**src/common/fm_pkg.sv**
```systemverilog
package fm_pkg;

    // Bus and slot indices
    typedef logic [7:0]  addr_t;
    typedef logic [31:0] word_t;
    typedef logic [5:0]  slot_t;
    typedef logic [4:0]  chan_t;

    // Voice datapath
    typedef logic [9:0]         phase_t;
    typedef logic [8:0]         env_t;
    typedef logic signed [12:0] sample_t;

    // Field widths
    localparam int FNUM_W   = 10;
    localparam int BLOCK_W  = 3;
    localparam int MULT_W   = 4;
    localparam int RATE_W   = 4;
    localparam int TL_W     = 6;
    localparam int WS_W     = 3;
    localparam int PH_ACC_W = 19;

    // Address map
    localparam addr_t ADDR_4OP   = 8'h00;
    localparam addr_t ADDR_FLAGS = 8'h01;
    localparam addr_t CH_BASE    = 8'h60;
    localparam addr_t OP_BASE    = 8'h80;

    localparam int SLOT_CYCLES = 4;
    localparam int NUM_SLOTS   = 64;

    typedef enum logic [1:0] {
        st_log_sin,
        st_exp,
        st_result,
        st_done
    } seq_state_t;

    typedef enum logic [1:0] {
        eg_attack,
        eg_decay,
        eg_sustain,
        eg_release
    } eg_state_t;

    // Waveform select codes
    localparam logic [WS_W-1:0] ws_sine    = 3'd0;
    localparam logic [WS_W-1:0] ws_half    = 3'd1;
    localparam logic [WS_W-1:0] ws_abs     = 3'd2;
    localparam logic [WS_W-1:0] ws_quarter = 3'd3;

endpackage

```
**src/voice/fm_op.sv**
```systemverilog
`timescale 1ns/1ps

module fm_op (
    input  logic                        clk,
    input  logic [fm_pkg::WS_W-1:0]     ws,
    input  fm_pkg::phase_t              phase,
    input  fm_pkg::env_t                env,
    output fm_pkg::sample_t             result
);
    import fm_pkg::*;

    logic        neg_half;
    logic        odd_quad;
    logic [7:0]  x;
    logic [16:0] para;
    logic [11:0] mag_sin;
    logic [11:0] mag_wave;
    logic        sign;
    logic [11:0] mag_shift;
    logic [18:0] mag_scaled;
    logic [11:0] mag_att;

    ////////////////////////////////////////
    // Quarter-wave sine
    ////////////////////////////////////////
    assign neg_half = phase[9];
    assign odd_quad = phase[8];

    // Falling quarters run the index backwards
    assign x = odd_quad ? ~phase[7:0] : phase[7:0];

    // x*(512-x)/16 peaks at 4095 near x = 255
    assign para    = 17'(x) * (17'd512 - 17'(x));
    assign mag_sin = para[15:4];

    ////////////////////////////////////////
    // Waveform select
    ////////////////////////////////////////
    always_comb begin
        mag_wave = mag_sin;
        sign     = neg_half;
        case (ws)
            ws_half: begin
                sign = 1'b0;
                if (neg_half)
                    mag_wave = '0;
            end
            ws_abs: sign = 1'b0;
            ws_quarter: begin
                sign = 1'b0;
                if (odd_quad)
                    mag_wave = '0;
            end
            default: ;
        endcase
    end

    ////////////////////////////////////////
    // Attenuation
    ////////////////////////////////////////
    // Top bits halve per step, low bits scale from 1 down to about 1/2
    assign mag_shift  = mag_wave >> env[8:5];
    assign mag_scaled = 19'(mag_shift) * (19'd64 - 19'(env[4:0]));
    assign mag_att    = mag_scaled[17:6];

    always_ff @(posedge clk) begin
        if (sign)
            result <= -sample_t'({1'b0, mag_att});
        else
            result <= sample_t'({1'b0, mag_att});
    end

endmodule

```
**config.mk**
```make
export PLATFORM = sky130hd
export DESIGN_NAME = fm_op
export DESIGN_NICKNAME = d
export VERILOG_FILES = /design/src/common/fm_pkg.sv /design/src/voice/fm_op.sv
export SDC_FILE = /design/constraint.sdc
export NUM_CORES = 1
export LEC_CHECK = 0
export ABC_AREA = 1
export BUFFER_PORTS_ARGS = -buffer_cell sky130_fd_sc_hd__buf_4
export CORE_MARGIN = 4
export CORE_UTILIZATION = 40
export DETAILED_ROUTE_END_ITERATION = 10
export PLACE_DENSITY_LB_ADDON = 0.15
export SLEW_MARGIN = 5
export SYNTH_ARGS = -nofsm -noshare
export SYNTH_HDL_FRONTEND = slang
export SYNTH_SLANG_ARGS = --single-unit
```
**constraint.sdc**
```tcl
create_clock -name clk -period 11.88 [get_ports clk]
set_input_delay 2.97 -clock clk [delete_from_list [all_inputs] [get_ports clk]]
set_output_delay 2.97 -clock clk [all_outputs]
set_load 0.005 [all_outputs]
```
==> metrics.md <==
| Metric | Value |
|---|---|
| Status | completed |
| Total Routing Usage GR | 19.6% |
| Avg Vias per Cell | 4.79 |
| Worst-Margin Slew | 984 ps |
| Cell count after synthesis | 995 |
| Largest net degree at the start of global routing | 21 |
| DRT Pass-1 Iters | 5 |
| Die width | 138 µm |
| CP Data Arrival Time | 11,950 ps |
| Post-synth ARST share | 0% |
| Num CTS Buffers | 3 |
| Filler Cells Inserted | 1,545 |
| Syn avg cell area | 6.78 µm² |
| CP bufs+invs | 12 |
| Most common cell after layout, fill and taps aside | buf_4 |
| Max-slew headroom | 34.0% |
| Vias in the first global route | 6,563 |
| Setup crit start kind | input pin |
| CP required | 12,010 ps |
| Fmax | 84.6 MHz |
| Ys Warns | 0 |
| CTS max path bufs | 2 |
| CP peak stage delay | 550 ps |
| Max-slew violation total from the final report | 0 |
| Most frequent cells in the layout | buf_4, inv_1, nand2_1 |
| DRT Wirelength | 18,600 µm |
| Hpwl dp | 15,300 µm |
| RSZ-0062 raised after global routing | yes |
| Final setup fails | 0 |
| Detailed-route via count | 6,796 |
| Final GP Congestion | 0.851 |
| CP most frequent cell | fa_1 |
| Fin Hold WS | 3210 ps |
| DRC | 0 |
| CTS tree | yes |
| Number of I/O pins | 36 |
| Sequential standard cell area | 260 µm² |
| CP max-delay cell | fa_1 |
| First-pass GRT wire length | 30,500 µm |
| Multi-input logic area | 0.00654 mm² |
| Initial core utilization | 40.7% |
| Area Overhead vs Synth | 43.6% |
| Drt first-iter violations | 296 |
| Tcrit/Tclk final | 99.5% |
| PortBufs | 35 |
| Clock period minus worst slack | 11,820 ps |
| Root Driver | clkbuf_16 |
| Post-synthesis sequential area ratio | 3.86% |
| Clock transition at the registers of the reported paths | 40 ps |
| Clock sink count | 13 |
| Final cell count without fillers | 1,418 |
| GRT overflow | 0 |
| Family with the most delay on the worst path | adder cells |
| FF+latch count, synth | 13 |
| Crit. End Element | flip-flop |
| Post-route ant nets | 0 |
| Hold Startpoint | phase[9] |
| Number of synthesized flops with an enable pin | 0 |
| Count of nets after finishing | 1,401 |
| Hold crit path type | in2reg |
| Mapped Area | 0.00675 mm² |
| Crit-path max FO | 4 |
| Antenna Diode Count | 0 |
| Ys flop type | dfxtp_1 |
| Placed Cells | 1,381 |
| Final Hold Vio Count | 0 |
| Reg with most FFs | result |
| Critical path class | in2reg |
| Final core occ | 58.4% |
| Chip Height | 138 µm |
| Max_cap viols | 0 |
| Row cnt | 47 |
| Top Registers | result x13 |
| Htree depth | 1 |
| Core area | 0.0166 mm² |
| Flip-flop count of the largest register after layout | 13 |
| Die area | 0.0190 mm² |
| WL/cell | 13.1 µm |
| Critical Path Source | phase[1] |
| Distinct cells, synth | 43 |
| Initial antenna violation count | 0 |
| Fraction of final layout cells sized beyond drive strength 1 | 38.7% |
[routing by layer]
| metal | wire length (µm) | up-vias | global-route usage, % |
|---|---|---|---|
| met3 | 813 | 20 | 1.60 |
| li1 | - | 3430 | - |
| met2 | 8530 | 152 | 32.1 |
| met5 | 0 | - | 0 |
| met1 | 9030 | 3194 | 29.2 |
| met4 | 192 | 0 | 2.25 |
[repair_timing]
action,CTS,global route
setup endpoints to repair,12,12
buffers inserted,17,18
hold buffers,0,0
gates resized for setup,114,131
cloned,0,1
pin swaps,83,125
[metrics by stage]
| step | setup TNS (ps) | worst slack [ps] | cell area [µm²] |
|---|---|---|---|
| floorplan | 0 | 0.751 | 6840 |
| global placement | -7660 | -824 | 8370 |
| detailed placement | -8790 | -907 | 8370 |
| CTS | 0 | 5.57 | 9050 |
| global route | -2850 | -377 | 9690 |
| finish | 0 | 61.8 | 9690 |
[cells by family (layout without fill, tap and decap cells)]
kind of cell / after synthesis / in the layout / synth area share [%]
AOI/OAI and AO/OA: 52 / 52 / 4.39
DFF: 13 / 13 / 3.86
buffers and inverters: 240 / 439 / 13.6
and+or+nand+nor: 495 / 495 / 32.4
other: 2 / 6 / 0.111
xor gates and xnor gates: 14 / 14 / 1.93
adders and majority gates: 179 / 179 / 43.8
[final timing paths]
check | endpoint | slack (ps) | cells past startpoint
max | result[11] | 60 | 50
min | result[12] | 3210 | 5
[tightest hold or removal path: cells and delay by family]
kind / cells / cell delay (ps)
and+or+nand+nor: 2 / 230
buffers and inverters: 3 / 210
[cell type report]
cell class                      instances  area share [%]
Multi-Input combinational cell        746            67.5
Timing Repair Buffer                  209            17.2
Inverter                              226            8.94
Tap cell                              220            2.84
Sequential cell                        13            2.69
Clock buffer                            4           0.814
[cell usage after synthesis (all sizes together), types with 13 or more instances]
library cell | count | area (µm²)
nand3 | 59 | 323
nand4 | 22 | 150
o21ai | 18 | 93.8
ha | 84 | 1050
dfxtp | 13 | 260
nor2 | 140 | 538
fa | 95 | 1900
nand2 | 242 | 976
a21oi | 23 | 115
or2 | 13 | 81.3
inv | 219 | 822
Power is not shown: default switching activity piles up to over one toggle a cycle in this logic, so the estimate is an artifact.
