File: config.mk
export PLATFORM = sky130hd
export DESIGN_NAME = fm_eg
export DESIGN_NICKNAME = d
export VERILOG_FILES = /design/src/common/fm_pkg.sv /design/src/voice/fm_eg.sv
export SDC_FILE = /design/constraint.sdc
export NUM_CORES = 2
export LEC_CHECK = 0
export BUFFER_PORTS_ARGS = -buffer_cell sky130_fd_sc_hd__buf_2
export CAP_MARGIN = 15
export CORE_AREA = 3 3 290 292
export CTS_BUF_LIST = sky130_fd_sc_hd__clkbuf_16
export DETAILED_ROUTE_END_ITERATION = 8
export DIE_AREA = 0 0 293 295
export PLACE_DENSITY = 0.69
export SYNTH_ARGS = -nofsm -noshare
export SYNTH_HDL_FRONTEND = slang
export SYNTH_SLANG_ARGS = --single-unit
File: constraint.sdc
create_clock -name clk -period 29.3 [get_ports clk]
set_input_delay 1.465 -clock clk [delete_from_list [all_inputs] [get_ports clk]]
set_output_delay 1.465 -clock clk [all_outputs]
set_load 0.01 [all_outputs]
File: src/common/fm_pkg.sv
package fm_pkg;

    // Bus and slot indices
    typedef logic [7:0]  addr_t;
    typedef logic [31:0] word_t;
    typedef logic [5:0]  slot_t;
    typedef logic [4:0]  chan_t;

    // Voice datapath
    typedef logic [9:0]         phase_t;
    typedef logic [8:0]         env_t;
    typedef logic signed [12:0] sample_t;

    // Field widths
    localparam int FNUM_W   = 10;
    localparam int BLOCK_W  = 3;
    localparam int MULT_W   = 4;
    localparam int RATE_W   = 4;
    localparam int TL_W     = 6;
    localparam int WS_W     = 3;
    localparam int PH_ACC_W = 19;

    // Address map
    localparam addr_t ADDR_4OP   = 8'h00;
    localparam addr_t ADDR_FLAGS = 8'h01;
    localparam addr_t CH_BASE    = 8'h60;
    localparam addr_t OP_BASE    = 8'h80;

    localparam int SLOT_CYCLES = 4;
    localparam int NUM_SLOTS   = 64;

    typedef enum logic [1:0] {
        st_log_sin,
        st_exp,
        st_result,
        st_done
    } seq_state_t;

    typedef enum logic [1:0] {
        eg_attack,
        eg_decay,
        eg_sustain,
        eg_release
    } eg_state_t;

    // Waveform select codes
    localparam logic [WS_W-1:0] ws_sine    = 3'd0;
    localparam logic [WS_W-1:0] ws_half    = 3'd1;
    localparam logic [WS_W-1:0] ws_abs     = 3'd2;
    localparam logic [WS_W-1:0] ws_quarter = 3'd3;

endpackage

File: src/voice/fm_eg.sv
`timescale 1ns/1ps

module fm_eg (
    input  logic                            clk,
    input  logic                            reset,
    input  fm_pkg::slot_t                   op_sel,
    input  logic                            next,
    input  logic [fm_pkg::RATE_W-1:0]       ar,
    input  logic [fm_pkg::RATE_W-1:0]       dr,
    input  logic [fm_pkg::RATE_W-1:0]       sl,
    input  logic [fm_pkg::RATE_W-1:0]       rr,
    input  logic [fm_pkg::TL_W-1:0]         tl,
    input  logic                            kon,
    input  logic                            egt,
    output fm_pkg::env_t                    env
);
    import fm_pkg::*;

    env_t      att_mem [NUM_SLOTS];
    eg_state_t st_mem  [NUM_SLOTS];
    logic      kon_mem [NUM_SLOTS];

    env_t      att;
    eg_state_t st_cur;
    eg_state_t st_nxt;
    logic [9:0] att_nxt;
    logic [9:0] sum;
    logic [9:0] sl_lvl;
    logic [9:0] env_sum;

    assign att    = att_mem[op_sel];
    assign sl_lvl = {1'b0, sl, 5'b0};

    always_comb begin
        // Key edges override the stored state
        st_cur = st_mem[op_sel];
        if (kon && !kon_mem[op_sel])
            st_cur = eg_attack;
        else if (!kon && kon_mem[op_sel])
            st_cur = eg_release;

        st_nxt  = st_cur;
        att_nxt = {1'b0, att};
        sum     = '0;
        case (st_cur)
            eg_attack: begin
                if (ar == 4'hf || att <= env_t'(ar)) begin
                    att_nxt = '0;
                    st_nxt  = eg_decay;
                end else begin
                    att_nxt = {1'b0, att} - 10'(ar);
                end
            end
            eg_decay: begin
                sum = {1'b0, att} + 10'(dr);
                if (sum >= sl_lvl) begin
                    att_nxt = sl_lvl;
                    st_nxt  = egt ? eg_sustain : eg_release;
                end else begin
                    att_nxt = sum;
                end
            end
            eg_sustain: att_nxt = {1'b0, att};
            default: begin
                sum = {1'b0, att} + 10'(rr);
                if (rr == 4'hf || sum > 10'd511)
                    att_nxt = 10'd511;
                else
                    att_nxt = sum;
            end
        endcase
    end

    always_ff @(posedge clk or posedge reset) begin
        if (reset) begin
            for (int i = 0; i < NUM_SLOTS; i++) begin
                att_mem[i] <= 9'd511;
                st_mem[i]  <= eg_release;
                kon_mem[i] <= 1'b0;
            end
        end else if (next) begin
            att_mem[op_sel] <= att_nxt[8:0];
            st_mem[op_sel]  <= st_nxt;
            kon_mem[op_sel] <= kon;
        end
    end

    // Total level adds 0.75 dB per step, clamp at silence
    assign env_sum = {1'b0, att} + {2'b0, tl, 2'b0};
    assign env     = env_sum[9] ? 9'd511 : env_sum[8:0];

    a_att_range: assert property (@(posedge clk) disable iff (reset)
        next |-> att_nxt <= 10'd511)
        else $error("envelope update overflows for slot %0d", op_sel);

endmodule

==> results.sh <==
export IMPL_clock_latency_ps=640
export IMPL_hold_path_class="flip-flop to flip-flop"
export IMPL_drv_slew=0
export IMPL_reg2reg_slack_ps=22000
export IMPL_peakVddDrop_v=0.0000542
export IMPL_yosysWarnings=0
export IMPL_grt_setup_unrepaired="no"
export IMPL_fmax_mhz=105
export IMPL_fillers=7395
export IMPL_ant_nets=0
export IMPL_whs_ps=460
export IMPL_ctsResizeCount=0
export IMPL_dieArea_sq_mm=0.0864
export IMPL_hold_violations=0
export IMPL_antenna_found_initial=2
export IMPL_nNetsFinal=3424
export IMPL_syn_nets=3558
export IMPL_wire_per_inst_microns=24.7
export IMPL_final_setup_skew_ps=27.3
export IMPL_tightestPinTransition_ps=1220
export IMPL_synth_top_family_by_area="compound AO/OA/AOI/OAI gates"
export IMPL_synth_top_area_share=0.504
export IMPL_cts_buffer_depth=3
export IMPL_htreeDepth=3
export IMPL_critPathKind="input port to flip-flop"
export IMPL_drive_gt1_frac=0.349
export IMPL_yosys_top_cells_area="dfstp_2 50%, nand2_1 8.4%, o21ai_0 7.9%"
export IMPL_synth_edf_count=0
export IMPL_place_congestion=0.943
export IMPL_synth_compound_area_frac=0.187
export IMPL_ys_ff_latch=768
export IMPL_initial_core_util=0.448
export IMPL_max_stage_delay_ps=790
export IMPL_dr_pass1_iters=5
export IMPL_track_usage=0.259
export IMPL_drv_cap=0
export IMPL_drt_iter0_markers=2725
export IMPL_syn_area_sq_mm=0.0367
export IMPL_routed_via_density=6.05
export IMPL_core_area_sq_mm=0.0818
export IMPL_worstPathRequired_ps=29800
export IMPL_power_density_mw_per_mm2=76.6
export IMPL_r2r_end="att_mem[152]"
export IMPL_synthArstFlopShare=1.00
export IMPL_row_count=105
export IMPL_arrival_ps=9990
export IMPL_via_count=27200
export IMPL_multi_input_area_sq_mm=0.0152
export IMPL_grt_pass1_vias=26600
export IMPL_startpoint_type="input port"
export IMPL_cp_end_kind="flip-flop"
export IMPL_cts_buffers=81
export IMPL_regArea_sq_mm=0.0201
export IMPL_synth_simple_gate_area_frac=0.117
export IMPL_yosysUniqueCellTypes=92
export IMPL_crit_fanout=64
export IMPL_min_to="att_mem[429]"
export IMPL_relSlewSlack=0.186
export IMPL_period_needed_ps=9480
export IMPL_cts_sinks=768
export IMPL_cts_root_buf="clkbuf_16"
export IMPL_die_w_microns=293
export IMPL_cts_setup_buffers=0
export IMPL_synth_area_leader_cell="dfstp_2"
export IMPL_drc=0
export IMPL_hp_start="att_mem[429]"
export IMPL_dpl_hpwl_mm=69.1
export IMPL_setup_violations=0
export IMPL_hold_depth=2
export IMPL_grt_pass1_wl_mm=171
export IMPL_critPathSlowestCell="buf_4"
export IMPL_cts_hold_buffers=0
export IMPL_r2r_cells=22
export IMPL_fin_util=0.489
export IMPL_yosysMostFrequentCell="nand2_1"
export IMPL_p_leak_nw=15.1
export IMPL_grt_ovfl_total=0
export IMPL_synthXorXnorAreaFrac=0.00402
export IMPL_cpMostUsedCell="buf_4"
export IMPL_synth_mux_area_frac=0.0918
export IMPL_totalPowerFinal_mw=3.06
export IMPL_pre_cts_ws_ps=19360
export IMPL_clkTransAtPathRegs_ps=60
export IMPL_fin_ws_ps=19820
export IMPL_io_pins=42
export IMPL_synth_fa_ha_area_frac=0.0108
export IMPL_synth_area_per_cell_sq_um=10.5
export IMPL_synth_common_cells="823 x nand2_1, 704 x dfstp_2, 578 x o21ai_0"
export IMPL_grt_max_degree=130
export IMPL_syn2layout_area_growth_pct=9.05
export IMPL_min_period_over_period=0.324
export IMPL_status="complete, no violations"
export IMPL_io_buffers=41
export IMPL_seq_area_frac_synth=0.548
export IMPL_setup_tns_ps=0
export IMPL_postSynthCellCount=3499
export IMPL_fp_dieH_microns=295
export IMPL_r2r_start="att_mem[470]"
export IMPL_synth_ff_type="dfstp_2"
export IMPL_cts_tree="built"
export IMPL_routed_wl_mm=111
## layout make-up
cell class / instances / area share
antenna: 2 / 0.000125
timing repair buffer: 109 / 0.0187
multi-input combinational: 2375 / 0.379
clock inverter: 65 / 0.0117
inverter: 30 / 0.00300
clock buffer: 83 / 0.0519
sequential: 768 / 0.502
tap: 1070 / 0.0335
## critical path: cells and delay by family
kind                     cells  cell delay (ps)
AO/OA/AOI/OAI               11             2650
AND/OR/NAND/NOR              8             1800
XOR/XNOR                     1              160
adder cells (fa/ha/maj)      3             1000
buffers and inverters        5             2640
## cells by family (layout without fill, tap and decap cells)
logic type | count (synthesis) | in the layout
other | 0 | 2
AOI/OAI and AO/OA | 1083 | 1083
and+or+nand+nor | 1006 | 1006
buffers and inverters | 356 | 287
xor gates and xnor gates | 16 | 16
DFF | 768 | 768
adders and majority gates | 30 | 30
muxes | 240 | 240
## metal layers
metal,routed length (microns),global-route usage,vias to the layer above,share of wire
met1,46300,0.356,13600,0.42
met2,48800,0.389,1174,0.44
met5,13,0,-,0.00012
met3,10100,0.0582,288,0.091
li1,-,-,12100,-
met4,5840,0.125,2,0.053
## worst max-delay path by stage
stage | from | endpoint | slack, ps | depth (start not counted)
2_1_floorplan | reset | kon_mem[0] | 7440 | 1
3_3_place_gp | op_sel[1] | att_mem[215] | 19490 | 26
3_5_place_dp | op_sel[1] | att_mem[332] | 19360 | 26
4_1_cts | op_sel[1] | att_mem[260] | 20010 | 26
5_1_grt | op_sel[1] | att_mem[358] | 19340 | 26
6_report | op_sel[1] | att_mem[571] | 19820 | 28
## state kept, by name, indices dropped and copies added, names as in the netlist
signal   flops
att_mem    576
st_mem     128
kon_mem     64
## placed cells by master (no fill, tap or decap), types with 16 or more instances in the layout
master / instances
nand2_1: 823
o31ai_2: 60
buf_4: 68
mux2_2: 97
buf_2: 38
a22oi_1: 103
dfstp_2: 704
dfrtp_1: 64
o21ai_0: 578
mux2i_1: 75
clkinv_1: 18
mux4_2: 67
nand3_1: 22
a21oi_1: 54
o21ai_1: 101
a221oi_1: 38
and2_1: 16
ha_1: 22
inv_1: 46
nor2_1: 26
clkbuf_16: 83
a22o_1: 24
## per-stage QoR
stage,std cells,area (sq um)
after floorplan,3499,36700
after global placement,4352,37500
after detailed placement,4352,37500
after CTS,4500,40000
after global routing,4500,40000
final,4502,40000
## where the power goes
group,switching [mW],internal [mW]
sequential,0.0963,1.37
clock,0.434,0.560
combinational,0.409,0.194
total,0.939,2.12
Power figures use the tool's default switching activity.
