<file path="src/common/fm_pkg.sv">
package fm_pkg;

    // Bus and slot indices
    typedef logic [7:0]  addr_t;
    typedef logic [31:0] word_t;
    typedef logic [5:0]  slot_t;
    typedef logic [4:0]  chan_t;

    // Voice datapath
    typedef logic [9:0]         phase_t;
    typedef logic [8:0]         env_t;
    typedef logic signed [12:0] sample_t;

    // Field widths
    localparam int FNUM_W   = 10;
    localparam int BLOCK_W  = 3;
    localparam int MULT_W   = 4;
    localparam int RATE_W   = 4;
    localparam int TL_W     = 6;
    localparam int WS_W     = 3;
    localparam int PH_ACC_W = 19;

    // Address map
    localparam addr_t ADDR_4OP   = 8'h00;
    localparam addr_t ADDR_FLAGS = 8'h01;
    localparam addr_t CH_BASE    = 8'h60;
    localparam addr_t OP_BASE    = 8'h80;

    localparam int SLOT_CYCLES = 4;
    localparam int NUM_SLOTS   = 64;

    typedef enum logic [1:0] {
        st_log_sin,
        st_exp,
        st_result,
        st_done
    } seq_state_t;

    typedef enum logic [1:0] {
        eg_attack,
        eg_decay,
        eg_sustain,
        eg_release
    } eg_state_t;

    // Waveform select codes
    localparam logic [WS_W-1:0] ws_sine    = 3'd0;
    localparam logic [WS_W-1:0] ws_half    = 3'd1;
    localparam logic [WS_W-1:0] ws_abs     = 3'd2;
    localparam logic [WS_W-1:0] ws_quarter = 3'd3;

endpackage

</file>
<file path="src/design/fm_ch_attr.sv">
`timescale 1ns/1ps

module fm_ch_attr (
    input  logic                            clk,
    input  logic [4:0]                      addr,
    input  fm_pkg::word_t                   wrdata,
    input  logic                            wren,
    output fm_pkg::word_t                   rddata,

    input  fm_pkg::chan_t                   ch_sel,
    output logic                            ch_chb,
    output logic                            ch_cha,
    output logic [2:0]                      ch_fb,
    output logic                            ch_cnt,
    output logic                            ch_kon,
    output logic [fm_pkg::BLOCK_W-1:0]      ch_block,
    output logic [fm_pkg::FNUM_W-1:0]       ch_fnum
);
    import fm_pkg::*;

    // Packed as {chb, cha, fb, cnt, kon, block, fnum}
    logic [19:0] ch_mem [NUM_SLOTS/2];
    logic [19:0] rd_word;
    logic [19:0] sel_word;

    always_ff @(posedge clk) begin
        if (wren)
            ch_mem[addr] <= {wrdata[21:16], wrdata[13:0]};
    end

    // Bus view puts the upper fields back at bit 16
    assign rd_word  = ch_mem[addr];
    assign rddata   = {10'b0, rd_word[19:14], 2'b0, rd_word[13:0]};

    assign sel_word = ch_mem[ch_sel];
    assign ch_fnum  = sel_word[9:0];
    assign ch_block = sel_word[12:10];
    assign ch_kon   = sel_word[13];
    assign ch_cnt   = sel_word[14];
    assign ch_fb    = sel_word[17:15];
    assign ch_cha   = sel_word[18];
    assign ch_chb   = sel_word[19];

endmodule

</file>
<file path="config.mk">
export PLATFORM = sky130hd
export DESIGN_NAME = fm_ch_attr
export DESIGN_NICKNAME = d
export VERILOG_FILES = /design/src/common/fm_pkg.sv /design/src/design/fm_ch_attr.sv
export SDC_FILE = /design/constraint.sdc
export NUM_CORES = 1
export LEC_CHECK = 0
export ABC_AREA = 0
export BUFFER_PORTS_ARGS = -buffer_cell sky130_fd_sc_hd__buf_2
export CAP_MARGIN = 30
export CORE_MARGIN = 4
export CORE_UTILIZATION = 30
export DETAILED_ROUTE_END_ITERATION = 10
export MAX_ROUTING_LAYER = met4
export PLACE_DENSITY = 0.5
export SLEW_MARGIN = 20
export SYNTH_ARGS = -nofsm -noshare
export SYNTH_HDL_FRONTEND = slang
export SYNTH_SLANG_ARGS = --single-unit
</file>
<file path="constraint.sdc">
create_clock -name clk -period 3.95 [get_ports clk]
set_clock_uncertainty 0.2 [all_clocks]
set_input_delay 0.5925 -clock clk [delete_from_list [all_inputs] [get_ports clk]]
set_output_delay 0.5925 -clock clk [all_outputs]
set_load 0.1 [all_outputs]
</file>
==> results.yml, run 1 <==
global_route:
  overflow: 0
  grt_pass1_vias: 18500
  antenna_found_initial: 11
  gr-usage-all-layers_pct: 20.2
  grt_pass1_wl_mm: 143
  grt_max_degree: 55
worst_setup_path:
  worstSetupEndpointType: "output pin"
  arrival_ps: 2980
  worstPathCellList: "buf_8 -> buf_4 -> mux4_2 -> a22oi_1 -> nand4_1 -> buf_4 -> buf_2"
  max_stage_delay_ps: 550
  path_max_fanout: 35
  path_common_cell: "buf_4"
  start_kind: "input port"
  slowest_stage: "mux4_2"
  critical_path_class: "in -> out"
  cp.required_ps: 3160
timing:
  setup_viol: 0
  rsz0062_at_grt: "no"
  slew_violations: 0
  hold_violations: 0
  tightest_slew_ps: 822
  min_period_over_period_pct: 95.4
  clock.fmax_ghz: 0.265
  tns_ps: 0
  min_period_ps: 3770
  setup_ws_ps: 182
  max-slew-margin-rel_pct: 45.1
logic_synthesis:
  netlist_instances: 1733
  synth_top_area_share_pct: 64.7
  post_synth.cell_area_avg_sq_um: 17.1
  ys.warnings.count: 0
  ys_types: 28
  synth_area_sq_um: 29700
  synthTopCellsByArea: "edfxtp_1 65%, mux4_2 12%, mux2i_1 11%"
  ys_ff_latch: 640
  synth-seq-area-share_pct: 64.7
  synth.largest_area_cell: "edfxtp_1"
clocking:
  post-cts-setup-buffers: 0
  postCtsHoldBufs: 0
  h-tree-depth: 3
  numCtsBuffers: 73
  post_cts_resized: 0
  cts_root_buf: "clkbuf_16"
  cts_tree: "yes"
  cts_max_path_buffers: 3
  cts.sink_count: 640
  clk_transition_reported_paths_ps: 50
hold_path:
  hold_path.startpoint: "wrdata[21]"
  whs_path_depth: 1
  holdPathEnd: "ch_mem[12][19]"
  hp-class: "in -> reg"
cells_and_area:
  reg_top3: "ch_mem x640"
  largest_reg_flops: 640
  fin_nets: 1947
  postLayoutCoreUtil_pct: 36.2
  synthToLayoutAreaGrowth_pct: 19.9
  layout-drive-gt1-share_pct: 27.2
  top_register: "ch_mem"
  fill_cells: 9108
routing:
  drc: 0
  drt_iter0_drc: 2065
  antenna_left: 0
  routed_wirelength_mm: 103
  first_pass_iters: 6
  vias: 18400
  via_per_inst: 5.68
  routedWlPerCell_um: 31.7
die:
  coreArea_sq_um: 98300
  io-pin-count: 96
  die_x_um: 323
  start_util_pct: 30.2
  die_y_um: 323
  die_area_sq_um: 104000
  rows: 115
power:
  vdd_drop_max_uv: 347
  powerDensity_nw_per_um2: 449
  leakage_uw: 0.0121
run_status:
  run_status: "finished, final reports clean"
placement:
  dpl_worst_slack_ps: 146
  port_buffers: 71
  gp_congestion: 0.830
  hpwlAfterDp_mm: 65.3
job:
  max_cap_viol_count: 0
layout by cell type, fill, tap and decap left out, types with 5 or more instances in the layout:
cell,count
mux2i_1,320
clkinv_2,8
edfxtp_1,640
buf_12,66
a22o_1,40
a22oi_1,160
diode_2,5
mux4_2,160
clkbuf_1,14
a31oi_1,20
buf_4,123
a21oi_1,40
nand4_1,40
clkinv_1,20
nor2_4,35
nor3_1,20
buf_2,39
clkbuf_16,76
conb_1,12
nand2_1,44
nand3_1,42
worst max-delay path by stage:
stage | start | end | slack (ps) | cells past startpoint
finish | addr[0] | rddata[21] | 180 | 7
global route | addr[0] | rddata[21] | 90 | 7
CTS | addr[0] | rddata[21] | 140 | 7
detailed placement | addr[0] | rddata[21] | 150 | 7
global placement | addr[0] | rddata[21] | 170 | 7
floorplan | addr[0] | rddata[19] | 490 | 5
per-stage QoR:
| stage | hold WS, ps | std cells | area, sq um | total power, uW |
|---|---|---|---|---|
| after floorplan | 491 | 1744 | 29800 | 8930 |
| after global placement | 882 | 3113 | 33300 | 9730 |
| after detailed placement | 903 | 3115 | 33400 | 9740 |
| after CTS | 231 | 3242 | 35600 | 16100 |
| after global routing | 266 | 3247 | 35600 | 16500 |
| final | 263 | 3247 | 35600 | 16000 |
Yosys cell counts:
master / count
a21oi_1: 40
a22o_1: 40
a22oi_1: 160
a31oi_1: 20
and2_1: 3
and3_1: 1
and3b_1: 1
buf_1: 13
buf_2: 36
buf_4: 39
buf_6: 7
clkbuf_1: 54
conb_1: 1
edfxtp_1: 640
mux2i_1: 320
mux4_2: 160
nand2_1: 44
nand2b_1: 2
nand3_1: 42
nand3b_1: 3
nand4_1: 40
nor2_1: 37
nor2b_1: 2
nor3_1: 21
nor3b_1: 1
or2_2: 3
or3_1: 1
or3b_2: 2
layer usage:
layer / up-vias / track usage (%) / part of all wire [%]
met5: - / - / 0
met4: 0 / 4.54 / 2.4
met3: 159 / 3.62 / 6.8
met2: 759 / 31.4 / 47
met1: 9920 / 27.8 / 44
li1: 7598 / - / -
layout make-up:
type                            count  area, sq um  area share, %
Sequential cell                   640        19200           54.0
Antenna cell                        5         12.5         0.0351
Multi-Input combinational cell    955        10000           28.1
Tap cell                         1287         1610           4.52
Clock inverter                     37          262          0.734
Clock buffer                       90         1950           5.49
Timing Repair Buffer              233         2540           7.12
power by group:
| group | internal [uW] | leakage, uW | switching (uW) |
|---|---|---|---|
| clock | 3700 | 0.00107 | 2710 |
| sequential | 7560 | 0.00577 | 33.3 |
| combinational | 668 | 0.00524 | 1330 |
| total | 11900 | 0.0121 | 4070 |
critical path, delay by kind of cell:
family                 cells  cell delay [ps]
AO/OA/AOI/OAI              1              230
buffers and inverters      4             1270
multiplexers               1              550
AND/OR/NAND/NOR            1              330
cell families after synthesis:
| kind of cell | after synthesis | share of synthesized area [%] |
|---|---|---|
| flops | 640 | 64.7 |
| buf+inv | 149 | 2.70 |
| compound gates | 260 | 6.32 |
| simple gates | 203 | 3.37 |
| other cells | 1 | 0.0126 |
| mux | 480 | 22.9 |
(Power assumes the default switching activity.)
==> run 2, diff against run 1 <==
PLACE_DENSITY = unset   (was 0.5)
PLACE_DENSITY_LB_ADDON = 0.25   (was unset)
==> results.yml, run 2 (same netlist as run 1, synthesis figures left out) <==
timing:
  tns_ps: 0
  setup_viol: 0
  max-slew-margin-rel_pct: 43.5
  hold-worst-slack_ps: 257
  min_period_ps: 3610
  min_period_over_period_pct: 91.5
  tightest_slew_ps: 845
  hold_violations: 0
  rsz0062_at_grt: "no"
  clock.fmax_ghz: 0.277
  slew_violations: 0
power:
  p_clk_share_pct: 39.3
  p_sw_share_pct: 25.5
  p_sw_uw: 4010
  combPwrFrac_pct: 12.5
  p_int_uw: 11800
  vdd_drop_max_uv: 301
  powerDensity_nw_per_um2: 448
  leakage_uw: 0.0118
  seq_power_share_pct: 48.2
clocking:
  h-tree-depth: 3
  cts_root_buf: "clkbuf_16"
  cts_tree: "yes"
  clk_transition_reported_paths_ps: 60
  cts_max_path_buffers: 3
  post_cts_resized: 0
  numCtsBuffers: 69
  post-cts-setup-buffers: 0
  cts.sink_count: 640
  postCtsHoldBufs: 0
job:
  max_cap_viol_count: 0
worst_setup_path:
  critical_path_class: "in -> out"
  start_kind: "input port"
  cp.required_ps: 3160
  worstSetupEndpointType: "output pin"
  arrival_ps: 2820
  path_max_fanout: 35
run_status:
  run_status: "finished, final reports clean"
die:
  die_area_sq_um: 104000
  coreArea_sq_um: 98300
  io-pin-count: 96
  start_util_pct: 30.2
  die_y_um: 323
  rows: 115
  die_x_um: 323
hold_path:
  hold_path.startpoint: "wrdata[9]"
  whs_path_depth: 1
  holdPathEnd: "ch_mem[15][9]"
  hp-class: "in -> reg"
cells_and_area:
  fin_nets: 1914
  layout-drive-gt1-share_pct: 25.8
  largest_reg_flops: 640
  synthToLayoutAreaGrowth_pct: 18.4
  reg_top3: "ch_mem x640"
  fill_cells: 9235
  final_common_cell: "edfxtp_1"
  top_register: "ch_mem"
  final_cell_mix: "640 x edfxtp_1, 320 x mux2i_1, 160 x a22oi_1, 160 x mux4_2, 101 x buf_4"
global_route:
  overflow: 0
  gr-usage-all-layers_pct: 20.5
  antenna_found_initial: 13
  grt_pass1_vias: 18700
  grt_pass1_wl_mm: 145
  grt_max_degree: 59
routing:
  drt_iter0_drc: 2122
  routedWlPerCell_um: 32.7
  first_pass_iters: 6
  routed_wirelength_mm: 105
  drc: 0
  vias: 18400
  antenna_left: 0
  via_per_inst: 5.75
placement:
  gp_congestion: 0.811
  hpwlAfterDp_mm: 62.6
  port_buffers: 71
run 2: metrics by stage:
| stage | std cells | util, % | power, uW | setup slack [ps] | instance area, sq um |
|---|---|---|---|---|---|
| after floorplan | 1744 | - | 8930 | 487 | 29800 |
| after global placement | 3086 | 33.6 | 9690 | 347 | 33100 |
| after detailed placement | 3086 | 33.6 | 9710 | 359 | 33100 |
| after CTS | 3203 | 35.8 | 15900 | 359 | 35200 |
| after global routing | 3208 | 35.8 | 16200 | 241 | 35200 |
| final | 3208 | 35.8 | 15800 | 336 | 35200 |
run 2: worst max path at each step:
stage / from / end / slack (ps) / depth (start not counted)
final: addr[0] / rddata[10] / 340 / 6
after global placement: addr[0] / rddata[17] / 350 / 6
after floorplan: addr[0] / rddata[19] / 490 / 5
after global routing: addr[0] / rddata[11] / 240 / 6
after CTS: addr[0] / rddata[10] / 360 / 6
after detailed placement: addr[0] / rddata[10] / 360 / 6
run 2: critical path: stages:
cell     delay, ps
buf_8          350
buf_4          250
mux4_2         520
a22oi_1        300
nand4_1        340
buf_2          410
run 2: metal layers:
| layer | part of all wire, % | GRT usage (%) | wire [um] | up-vias |
|---|---|---|---|---|
| met1 | 42 | 27.0 | 44000 | 9831 |
| met4 | 2.9 | 5.49 | 3080 | 0 |
| met5 | 0 | - | 0 | - |
| met2 | 46 | 31.6 | 48600 | 898 |
| li1 | - | - | - | 7511 |
| met3 | 8.9 | 5.36 | 9330 | 190 |
run 2: power groups by stage:
stage	Clock, uW	Combinational [uW]	Sequential, uW
floorplan	0	1200	7730
global placement	0	1960	7730
detailed placement	0	1970	7730
CTS	6290	1980	7590
global route	6580	2050	7600
finish	6190	1980	7590
run 2: final cells by class:
type / instances / area [sq um] / share of cell area (%)
well taps: 1287 / 1610 / 4.58
diodes: 5 / 12.5 / 0.0356
multi-input cells: 955 / 10000 / 28.5
flip-flops and latches: 640 / 19200 / 54.7
repair buffers: 204 / 2220 / 6.30
clock buffers: 91 / 1890 / 5.39
clock inverters: 26 / 198 / 0.562
